`config.mk`:
```
export PLATFORM = sky130hd
export DESIGN_NAME = atop_resolver
export DESIGN_NICKNAME = d
export VERILOG_FILES = /design/src/hdl/atop_pkg.sv /design/src/hdl/atop_req_if.sv /design/src/hdl/atop_amo_ctrl.sv /design/src/hdl/atop_amo_alu.sv /design/src/hdl/atop_lrsc_monitor.sv /design/src/hdl/atop_rsp_path.sv /design/src/hdl/atop_resolver.sv
export VERILOG_INCLUDE_DIRS = /design/src /design/src/include
export SDC_FILE = /design/constraint.sdc
export NUM_CORES = 1
export LEC_CHECK = 0
export BUFFER_PORTS_ARGS = -buffer_cell sky130_fd_sc_hd__buf_2
export CORE_MARGIN = 2
export CORE_UTILIZATION = 35
export DETAILED_ROUTE_END_ITERATION = 8
export GPL_ROUTABILITY_DRIVEN = 0
export PLACE_DENSITY = 0.55
export SLEW_MARGIN = 20
export SYNTH_ARGS = -nofsm -noshare
export SYNTH_HDL_FRONTEND = slang
export SYNTH_SLANG_ARGS = --single-unit
```
`constraint.sdc`:
```
create_clock -name clk_i -period 5.8 [get_ports clk_i]
set_input_delay 0.29 -clock clk_i [delete_from_list [all_inputs] [get_ports clk_i]]
set_output_delay 0.29 -clock clk_i [all_outputs]
set_load 0.05 [all_outputs]
```
`src/include/atop_cfg.svh`:
```
/*
 * Widths and limits of the atomic resolver.
 * The data width must equal the 32-bit RISC-V word.
 */
`ifndef ATOP_CFG_SVH
`define ATOP_CFG_SVH

// Byte address width on both ports
`define ATOP_ADDR_W 32

// Bus data width, equal to the RISC-V word
`define ATOP_DATA_W 32

`define ATOP_ID_W 4

// Plain accesses in flight, also the depth of the response metadata FIFO
`define ATOP_MAX_OUTSTANDING 2

`endif

```
`src/hdl/atop_pkg.sv`:
```
/*
 * Types shared by the atomic resolver.
 * Opcodes follow the RISC-V AMO funct5 encoding with bit 5 set.
 */
`include "atop_cfg.svh"

package atop_pkg;

  typedef logic [`ATOP_ADDR_W-1:0]   addr_t;
  typedef logic [`ATOP_DATA_W-1:0]   data_t;
  typedef logic [`ATOP_DATA_W/8-1:0] be_t;
  typedef logic [`ATOP_ID_W-1:0]     id_t;

  // Atomic opcode as carried on the bus
  typedef enum logic [5:0] {
    ATOP_NONE = 6'h00,
    ATOP_ADD  = 6'h20,
    ATOP_SWAP = 6'h21,
    ATOP_LR   = 6'h22,
    ATOP_SC   = 6'h23,
    ATOP_XOR  = 6'h24,
    ATOP_OR   = 6'h28,
    ATOP_AND  = 6'h2C,
    ATOP_MIN  = 6'h30,
    ATOP_MAX  = 6'h34,
    ATOP_MINU = 6'h38,
    ATOP_MAXU = 6'h3C
  } atop_e;

  typedef enum logic [1:0] {KIND_PLAIN, KIND_LR, KIND_SC, KIND_AMO} atop_kind_e;

  typedef enum logic [1:0] {ST_IDLE, ST_WAIT_READ, ST_WRITE_BACK, ST_WAIT_WB_RSP} amo_state_e;

endpackage

```
`src/hdl/atop_req_if.sv`:
```
/*
 * Accepted request as seen by the reservation and response blocks.
 * sc_ok is combinational and only meaningful while accept is high.
 */
`timescale 1ns/1ns
`include "atop_cfg.svh"

interface atop_req_if;

  logic                 accept;
  atop_pkg::atop_kind_e kind;
  atop_pkg::addr_t      addr;
  logic                 we;
  atop_pkg::id_t        aid;
  logic                 sc_ok;

  modport ctrl (output accept, kind, addr, we, aid, input sc_ok);

  modport lrsc (input accept, kind, addr, we, aid, output sc_ok);

  modport rsp (input accept, kind, aid, sc_ok);

endinterface

```
`src/hdl/atop_amo_ctrl.sv`:
```
/*
 * Request side of the atomic resolver. An AMO is granted only with nothing
 * outstanding and blocks further grants until its write-back has completed.
 * The write-back always enables all byte lanes.
 */
`timescale 1ns/1ns
`include "atop_cfg.svh"

module atop_amo_ctrl (
  input  logic              clk_i,
  input  logic              rst_ni,
  input  logic              sbr_req_i,
  output logic              sbr_gnt_o,
  input  atop_pkg::addr_t   sbr_addr_i,
  input  logic              sbr_we_i,
  input  atop_pkg::be_t     sbr_be_i,
  input  atop_pkg::data_t   sbr_wdata_i,
  input  atop_pkg::id_t     sbr_aid_i,
  input  atop_pkg::atop_e   sbr_atop_i,
  output logic              mgr_req_o,
  input  logic              mgr_gnt_i,
  output atop_pkg::addr_t   mgr_addr_o,
  output logic              mgr_we_o,
  output atop_pkg::be_t     mgr_be_o,
  output atop_pkg::data_t   mgr_wdata_o,
  input  logic              mgr_rvalid_i,
  output atop_pkg::atop_e   amo_op_o,
  output atop_pkg::data_t   amo_operand_o,
  output logic              amo_capture_o,
  input  atop_pkg::data_t   amo_result_i,
  output logic              rsp_hide_o,
  atop_req_if.ctrl          req_if
);

  localparam int CNT_W = $clog2(`ATOP_MAX_OUTSTANDING + 1);

  atop_pkg::amo_state_e state_q, state_d;
  atop_pkg::atop_kind_e kind;
  logic [CNT_W-1:0]     outstanding_q;
  logic                 can_issue;
  logic                 take;
  logic                 give;
  atop_pkg::addr_t      addr_q;
  atop_pkg::data_t      operand_q;
  atop_pkg::atop_e      op_q;

  // Everything with bit 5 set that is not LR or SC is an AMO
  always_comb begin
    case (sbr_atop_i)
      atop_pkg::ATOP_LR: kind = atop_pkg::KIND_LR;
      atop_pkg::ATOP_SC: kind = atop_pkg::KIND_SC;
      default:           kind = sbr_atop_i[5] ? atop_pkg::KIND_AMO : atop_pkg::KIND_PLAIN;
    endcase
  end

  // An AMO needs an empty pipeline so its read response is the next one back
  assign can_issue = (state_q == atop_pkg::ST_IDLE) &&
                     ((kind == atop_pkg::KIND_AMO) ? (outstanding_q == '0) :
                                                     (outstanding_q < `ATOP_MAX_OUTSTANDING));

  assign sbr_gnt_o = sbr_req_i & can_issue & mgr_gnt_i;

  // --------------------
  // Manager request mux
  // --------------------
  always_comb begin
    mgr_req_o   = sbr_req_i & can_issue;
    mgr_addr_o  = sbr_addr_i;
    mgr_be_o    = sbr_be_i;
    mgr_wdata_o = sbr_wdata_i;
    case (kind)
      atop_pkg::KIND_SC:  mgr_we_o = req_if.sc_ok;
      atop_pkg::KIND_LR,
      atop_pkg::KIND_AMO: mgr_we_o = 1'b0;
      default:            mgr_we_o = sbr_we_i;
    endcase
    if (state_q == atop_pkg::ST_WRITE_BACK) begin
      mgr_req_o   = 1'b1;
      mgr_addr_o  = addr_q;
      mgr_be_o    = '1;
      mgr_wdata_o = amo_result_i;
      mgr_we_o    = 1'b1;
    end
  end

  assign take = mgr_req_o & mgr_gnt_i;
  assign give = mgr_rvalid_i;

  assign req_if.accept = sbr_gnt_o;
  assign req_if.kind   = kind;
  assign req_if.addr   = sbr_addr_i;
  assign req_if.we     = sbr_we_i;
  assign req_if.aid    = sbr_aid_i;

  // --------------------
  // AMO state machine
  // --------------------
  always_comb begin
    state_d = state_q;
    case (state_q)
      atop_pkg::ST_IDLE:
        if (req_if.accept && kind == atop_pkg::KIND_AMO) state_d = atop_pkg::ST_WAIT_READ;
      atop_pkg::ST_WAIT_READ:
        if (mgr_rvalid_i) state_d = atop_pkg::ST_WRITE_BACK;
      atop_pkg::ST_WRITE_BACK:
        if (mgr_gnt_i) state_d = atop_pkg::ST_WAIT_WB_RSP;
      default:
        if (mgr_rvalid_i) state_d = atop_pkg::ST_IDLE;
    endcase
  end

  assign amo_capture_o = (state_q == atop_pkg::ST_WAIT_READ) && mgr_rvalid_i;
  assign rsp_hide_o    = (state_q == atop_pkg::ST_WAIT_WB_RSP);
  assign amo_op_o      = op_q;
  assign amo_operand_o = operand_q;

  always_ff @(posedge clk_i or negedge rst_ni) begin
    if (!rst_ni) begin
      state_q       <= atop_pkg::ST_IDLE;
      outstanding_q <= '0;
    end else begin
      state_q <= state_d;
      if (take && !give) begin
        outstanding_q <= outstanding_q + 1'b1;
      end else if (give && !take) begin
        outstanding_q <= outstanding_q - 1'b1;
      end
    end
  end

  always_ff @(posedge clk_i) begin
    if (req_if.accept && kind == atop_pkg::KIND_AMO) begin
      addr_q    <= sbr_addr_i;
      operand_q <= sbr_wdata_i;
      op_q      <= sbr_atop_i;
    end
  end

endmodule

```
`src/hdl/atop_amo_alu.sv`:
```
/*
 * AMO arithmetic on one 32-bit word. The old memory value is captured
 * on the read response and the result is valid from the next cycle on.
 */
`timescale 1ns/1ns
`include "atop_cfg.svh"

module atop_amo_alu (
  input  logic            clk_i,
  input  logic            rst_ni,
  input  logic            capture_i,
  input  atop_pkg::data_t mem_rdata_i,
  input  atop_pkg::atop_e op_i,
  input  atop_pkg::data_t operand_i,
  output atop_pkg::data_t result_o
);

  localparam int W = `ATOP_DATA_W;

  atop_pkg::data_t old_q;
  logic            is_signed;
  logic [W:0]      diff;
  logic            less;

  always_ff @(posedge clk_i or negedge rst_ni) begin
    if (!rst_ni) begin
      old_q <= '0;
    end else if (capture_i) begin
      old_q <= mem_rdata_i;
    end
  end

  // One subtractor serves all four compares, sign or zero extension picks the flavour
  assign is_signed = (op_i == atop_pkg::ATOP_MIN) || (op_i == atop_pkg::ATOP_MAX);
  assign diff      = {is_signed & old_q[W-1], old_q} - {is_signed & operand_i[W-1], operand_i};
  // The extra top bit is set when the old value is the smaller one
  assign less      = diff[W];

  always_comb begin
    case (op_i)
      atop_pkg::ATOP_ADD:  result_o = old_q + operand_i;
      atop_pkg::ATOP_XOR:  result_o = old_q ^ operand_i;
      atop_pkg::ATOP_AND:  result_o = old_q & operand_i;
      atop_pkg::ATOP_OR:   result_o = old_q | operand_i;
      atop_pkg::ATOP_MIN,
      atop_pkg::ATOP_MINU: result_o = less ? old_q : operand_i;
      atop_pkg::ATOP_MAX,
      atop_pkg::ATOP_MAXU: result_o = less ? operand_i : old_q;
      // SWAP writes the operand unchanged
      default:             result_o = operand_i;
    endcase
  end

endmodule

```
`src/hdl/atop_lrsc_monitor.sv`:
```
/*
 * Single LR/SC reservation on an exact word address.
 * Another ID cannot take over a held reservation with its own LR,
 * so the first requester keeps it until its SC or a conflicting store.
 */
`timescale 1ns/1ns
`include "atop_cfg.svh"

module atop_lrsc_monitor (
  input logic      clk_i,
  input logic      rst_ni,
  atop_req_if.lrsc req_if
);

  logic            res_valid_q;
  atop_pkg::addr_t res_addr_q;
  atop_pkg::id_t   res_id_q;
  logic            owner;
  logic            hit;
  logic            store;

  assign owner = (res_id_q == req_if.aid);
  assign hit   = (res_addr_q == req_if.addr);
  assign store = (req_if.kind == atop_pkg::KIND_AMO) ||
                 (req_if.kind == atop_pkg::KIND_PLAIN && req_if.we);

  // Success of the request on the bus, looked at by the controller before the grant
  always_comb begin
    case (req_if.kind)
      atop_pkg::KIND_LR: req_if.sc_ok = !res_valid_q || owner;
      atop_pkg::KIND_SC: req_if.sc_ok = res_valid_q && owner && hit;
      default:           req_if.sc_ok = 1'b0;
    endcase
  end

  always_ff @(posedge clk_i or negedge rst_ni) begin
    if (!rst_ni) begin
      res_valid_q <= 1'b0;
    end else if (req_if.accept) begin
      if (req_if.kind == atop_pkg::KIND_LR && req_if.sc_ok) begin
        res_valid_q <= 1'b1;
      end else if (req_if.kind == atop_pkg::KIND_SC && res_valid_q && owner) begin
        // Any SC of the owner ends the reservation, matching or not
        res_valid_q <= 1'b0;
      end else if (res_valid_q && !owner && hit && store) begin
        res_valid_q <= 1'b0;
      end
    end
  end

  always_ff @(posedge clk_i) begin
    if (req_if.accept && req_if.kind == atop_pkg::KIND_LR && req_if.sc_ok) begin
      res_addr_q <= req_if.addr;
      res_id_q   <= req_if.aid;
    end
  end

endmodule

```
`src/hdl/atop_rsp_path.sv`:
```
/*
 * Response side of the atomic resolver. Metadata of each accepted request
 * waits in a small FIFO until its response, which cannot be stalled.
 * The controller keeps the FIFO from overflowing.
 */
`timescale 1ns/1ns
`include "atop_cfg.svh"

module atop_rsp_path (
  input  logic            clk_i,
  input  logic            rst_ni,
  atop_req_if.rsp         req_if,
  input  logic            rsp_hide_i,
  input  logic            mgr_rvalid_i,
  input  atop_pkg::data_t mgr_rdata_i,
  input  logic            mgr_err_i,
  output logic            sbr_rvalid_o,
  output atop_pkg::data_t sbr_rdata_o,
  output atop_pkg::id_t   sbr_rid_o,
  output logic            sbr_err_o,
  output logic            sbr_exokay_o
);

  localparam int DEPTH = `ATOP_MAX_OUTSTANDING;
  localparam int PTR_W = (DEPTH > 1) ? $clog2(DEPTH) : 1;

  atop_pkg::id_t    aid_mem [DEPTH];
  logic             sc_mem  [DEPTH];
  logic             ok_mem  [DEPTH];
  logic [PTR_W-1:0] wr_ptr_q, rd_ptr_q;
  logic             push;
  logic             pop;
  logic             head_sc;

  assign push = req_if.accept;
  assign pop  = sbr_rvalid_o;

  always_ff @(posedge clk_i) begin
    if (push) begin
      aid_mem[wr_ptr_q] <= req_if.aid;
      sc_mem[wr_ptr_q]  <= (req_if.kind == atop_pkg::KIND_SC);
      ok_mem[wr_ptr_q]  <= req_if.sc_ok;
    end
  end

  always_ff @(posedge clk_i or negedge rst_ni) begin
    if (!rst_ni) begin
      wr_ptr_q <= '0;
      rd_ptr_q <= '0;
    end else begin
      if (push) wr_ptr_q <= (wr_ptr_q == PTR_W'(DEPTH - 1)) ? '0 : wr_ptr_q + 1'b1;
      if (pop) rd_ptr_q <= (rd_ptr_q == PTR_W'(DEPTH - 1)) ? '0 : rd_ptr_q + 1'b1;
    end
  end

  // --------------------
  // Requester response
  // --------------------
  assign head_sc      = sc_mem[rd_ptr_q];
  assign sbr_rvalid_o = mgr_rvalid_i & ~rsp_hide_i;
  assign sbr_rid_o    = aid_mem[rd_ptr_q];
  assign sbr_err_o    = mgr_err_i;
  assign sbr_exokay_o = ok_mem[rd_ptr_q];

  // SC answers 0 on success and 1 on failure instead of memory data
  assign sbr_rdata_o = head_sc ? {{(`ATOP_DATA_W - 1){1'b0}}, ~ok_mem[rd_ptr_q]} : mgr_rdata_i;

endmodule

```
`src/hdl/atop_resolver.sv`:
```
/*
 * Atomic-operation resolver in front of a memory with exclusive access.
 * OBI-style req/gnt request phase and rvalid response phase, no rready.
 * Responses return in request order.
 */
`timescale 1ns/1ns
`include "atop_cfg.svh"

module atop_resolver (
  input  logic            clk_i,
  input  logic            rst_ni,
  input  logic            sbr_req_i,
  output logic            sbr_gnt_o,
  input  atop_pkg::addr_t sbr_addr_i,
  input  logic            sbr_we_i,
  input  atop_pkg::be_t   sbr_be_i,
  input  atop_pkg::data_t sbr_wdata_i,
  input  atop_pkg::id_t   sbr_aid_i,
  input  atop_pkg::atop_e sbr_atop_i,
  output logic            sbr_rvalid_o,
  output atop_pkg::data_t sbr_rdata_o,
  output atop_pkg::id_t   sbr_rid_o,
  output logic            sbr_err_o,
  output logic            sbr_exokay_o,
  output logic            mgr_req_o,
  input  logic            mgr_gnt_i,
  output atop_pkg::addr_t mgr_addr_o,
  output logic            mgr_we_o,
  output atop_pkg::be_t   mgr_be_o,
  output atop_pkg::data_t mgr_wdata_o,
  input  logic            mgr_rvalid_i,
  input  atop_pkg::data_t mgr_rdata_i,
  input  logic            mgr_err_i
);

  atop_pkg::atop_e amo_op;
  atop_pkg::data_t amo_operand;
  atop_pkg::data_t amo_result;
  logic            amo_capture;
  logic            rsp_hide;

  atop_req_if u_req_if ();

  atop_amo_ctrl u_ctrl (
    .clk_i         (clk_i),
    .rst_ni        (rst_ni),
    .sbr_req_i     (sbr_req_i),
    .sbr_gnt_o     (sbr_gnt_o),
    .sbr_addr_i    (sbr_addr_i),
    .sbr_we_i      (sbr_we_i),
    .sbr_be_i      (sbr_be_i),
    .sbr_wdata_i   (sbr_wdata_i),
    .sbr_aid_i     (sbr_aid_i),
    .sbr_atop_i    (sbr_atop_i),
    .mgr_req_o     (mgr_req_o),
    .mgr_gnt_i     (mgr_gnt_i),
    .mgr_addr_o    (mgr_addr_o),
    .mgr_we_o      (mgr_we_o),
    .mgr_be_o      (mgr_be_o),
    .mgr_wdata_o   (mgr_wdata_o),
    .mgr_rvalid_i  (mgr_rvalid_i),
    .amo_op_o      (amo_op),
    .amo_operand_o (amo_operand),
    .amo_capture_o (amo_capture),
    .amo_result_i  (amo_result),
    .rsp_hide_o    (rsp_hide),
    .req_if        (u_req_if.ctrl)
  );

  atop_amo_alu u_alu (
    .clk_i       (clk_i),
    .rst_ni      (rst_ni),
    .capture_i   (amo_capture),
    .mem_rdata_i (mgr_rdata_i),
    .op_i        (amo_op),
    .operand_i   (amo_operand),
    .result_o    (amo_result)
  );

  atop_lrsc_monitor u_lrsc (
    .clk_i  (clk_i),
    .rst_ni (rst_ni),
    .req_if (u_req_if.lrsc)
  );

  atop_rsp_path u_rsp (
    .clk_i        (clk_i),
    .rst_ni       (rst_ni),
    .req_if       (u_req_if.rsp),
    .rsp_hide_i   (rsp_hide),
    .mgr_rvalid_i (mgr_rvalid_i),
    .mgr_rdata_i  (mgr_rdata_i),
    .mgr_err_i    (mgr_err_i),
    .sbr_rvalid_o (sbr_rvalid_o),
    .sbr_rdata_o  (sbr_rdata_o),
    .sbr_rid_o    (sbr_rid_o),
    .sbr_err_o    (sbr_err_o),
    .sbr_exokay_o (sbr_exokay_o)
  );

endmodule

```
==> metrics <==
EDFF count, synth=118; Clock transition at path regs=80 ps; vias in the first global route=9271; most common cell after layout, fill and taps aside=buf_2; Area Growth Syn to Fin=19.68%; post-synthesis register bit count=157; CP Max Fanout=12; RSZ-0062 raised after global routing=no; fin crit share=79.69%; fmax=0.2164 GHz; Antenna Nets Post-Route=0; r2r startpoint=u_ctrl.state_q[0]; ys async rst share=24.84%; Initial DRC Count=649; CP delay by family, top=compound AO/OA/AOI/OAI gates; crit path from=u_ctrl.amo_operand_o[27]; CP Cell Sequence=inv_1, ha_1, inv_1, a21oi_1, a21boi_1, or4_4, a31oi_4, xor3_2, a21oi_1, o21ai_1, a221o_1, buf_2; CORE AREA=0.03229 mm²; routed via count=9343; r2r worst-path depth=9; routed wire length=34720 µm; Yosys cell types=77; footprint of the multi-input gates=0.006292 mm²; TritonCTS clock tree=done; instance count on the critical path=12; FF+latch area=0.004519 mm²; Clock Path Buffers=2; maxcap violations=0; WP data required=5510 ps; H-tree depth=4; worst clock skew=11.15 ps; fin crit period=4622 ps; Main synth FF type=edfxtp_1; WL/cell=19.40 µm; CP arrival=4330 ps; Final setup viols=0; status=finished, final reports clean; peak ir drop on the vdd network=0.2672 mV; Worst Tran Pin Value=1109 ps; crit-path max cell delay=570 ps; final-layout fill cell count=3157; Slowest cell on crit path=or4_4; WHS Path Cells=1; Die ar.=0.03399 mm²; initial antenna violation count=3; count of warnings emitted by yosys=0; largest net degree at the start of global routing=58; Die Width=184.4 µm; most frequent cells in the layout=buf_2, edfxtp_1, ha_1, inv_1, a21oi_1; Setup Buffers After CTS=0; row count=66; I/O Pins=227; IO Port Bufs=224; Slew HR=25.63%; Net count, final=1556; Die Y=184.4 µm; sequential-to-total area share from yosys stat=39.69%; pwr/cell area=451.7 mW/mm²; number of hold buffers added after CTS=6; Avg Cell Area, Syn=10.03 µm²; setup TNS=0 ps; CTS sink count=157; clk root buf=clkbuf_16; post-CTS resize count=0; critical path capture point type=output pin; WP buf/inv=3; first-pass GRT wire length=52850 µm; clk_lat worst skew=450 ps; Mapped Nets=1359; Post-Syn Instances=1135; number of buffers created by CTS=17; Leak Pwr=0.005862 µW; share of layout cells above drive strength 1=28.18%; Hold Crit Class=in2reg; Final Slew Violations=0; Post-DP HPWL=24950 µm; Initial Util=35.27%; Netlist Area Pre-Place=0.01139 mm²; drc violations=0; GRT Total Usage=20.48%; Worst Setup Path Type=reg2out; FF-to-FF setup slack=2890 ps; CP Launch Type=register; vias per cell=5.220; Hold Fails Final Rpt=0; crit path to=mgr_wdata_o[25]; Fin Hold WS=29.82 ps; total grt overflow=0; TritonRoute pass-1 iters=6; reg2reg end=u_ctrl.amo_operand_o[10]
[flip-flops by register name, summed over array words and instances (netlist names), 2 cells and up]
name and cells:
u_rsp.aid_mem 8, u_lrsc.res_addr_q 32, u_ctrl.addr_q 32, u_ctrl.state_q 2, u_ctrl.amo_op_o 6, u_lrsc.res_id_q 4, u_rsp.ok_mem 2, u_alu.old_q 32
u_ctrl.outstanding_q 2, u_ctrl.amo_operand_o 32, u_rsp.sc_mem 2
[metrics by stage]
step | cells | util, % | instance area [µm²] | power, µW | worst slack [ps]
2_1_floorplan | 1135 | - | 11390 | 4127 | 1277
3_3_place_gp | 1749 | 40.00 | 12910 | 4916 | 1750
3_5_place_dp | 1749 | 40.01 | 12920 | 4933 | 1670
4_1_cts | 1787 | 42.18 | 13620 | 6191 | 1152
5_1_grt | 1787 | 42.18 | 13620 | 6544 | 959.0
6_report | 1790 | 42.21 | 13630 | 6156 | 1178
[power breakdown]
group / switching (µW) / internal (µW) / total, µW
Sequential: 208 / 1370 / 1570
Clock: 596 / 633 / 1230
Combinational: 2200 / 1150 / 3350
Total: 3010 / 3150 / 6160
[cells in the mapped netlist, drive strengths merged (17+ instances only)]
library cell / count / area [µm²]
edfxtp: 118 / 3543
ha: 106 / 1326
inv: 91 / 341.6
a21oi: 81 / 405.4
nor2: 80 / 300.3
mux2: 71 / 803.3
nand2: 62 / 232.7
o21ai: 60 / 304.0
xor2: 46 / 402.9
and2: 39 / 246.5
dfrtp: 39 / 975.9
clkbuf: 34 / 127.6
buf: 28 / 163.9
xnor2: 26 / 227.7
a221oi: 25 / 269.0
nand3: 17 / 85.08
nor3: 17 / 85.08
[worst min path at each step]
stage / end / start
floorplan: u_alu.old_q[0] / rst_ni
CTS: u_ctrl.amo_operand_o[3] / sbr_wdata_i[3]
global route: u_ctrl.amo_op_o[2] / sbr_atop_i[2]
finish: u_ctrl.amo_operand_o[21] / sbr_wdata_i[21]
global placement: u_ctrl.outstanding_q[1] / u_ctrl.outstanding_q[1]
detailed placement: u_alu.old_q[17] / rst_ni
[logic make-up after synthesis]
group	after synthesis	synth area share [%]
compound gates	291	17.61
xor+xnor	73	5.758
fa+ha+maj	107	11.82
buf+inv	153	5.560
flops	157	39.69
mux	76	7.494
simple gates	278	12.06
[area by class of cell]
cell class | count | area share [%]
multi-input combinational | 825 | 46.17
sequential | 157 | 33.16
timing repair buffer | 240 | 9.328
tap | 442 | 4.058
clock buffer | 17 | 3.122
inverter | 91 | 2.506
clock inverter | 15 | 1.598
antenna | 3 | 0.05509
[layer usage]
| metal | wire length (µm) | vias up | share of wire, % | GRT usage [%] |
|---|---|---|---|---|
| li1 | - | 4493 | - | - |
| met1 | 16030 | 4447 | 46 | 27.42 |
| met2 | 15730 | 353 | 45 | 33.08 |
| met3 | 2161 | 50 | 6.2 | 4.485 |
| met4 | 798 | 0 | 2.3 | 6.176 |
| met5 | 0 | - | 0 | 0 |
(Power assumes the default switching activity.)
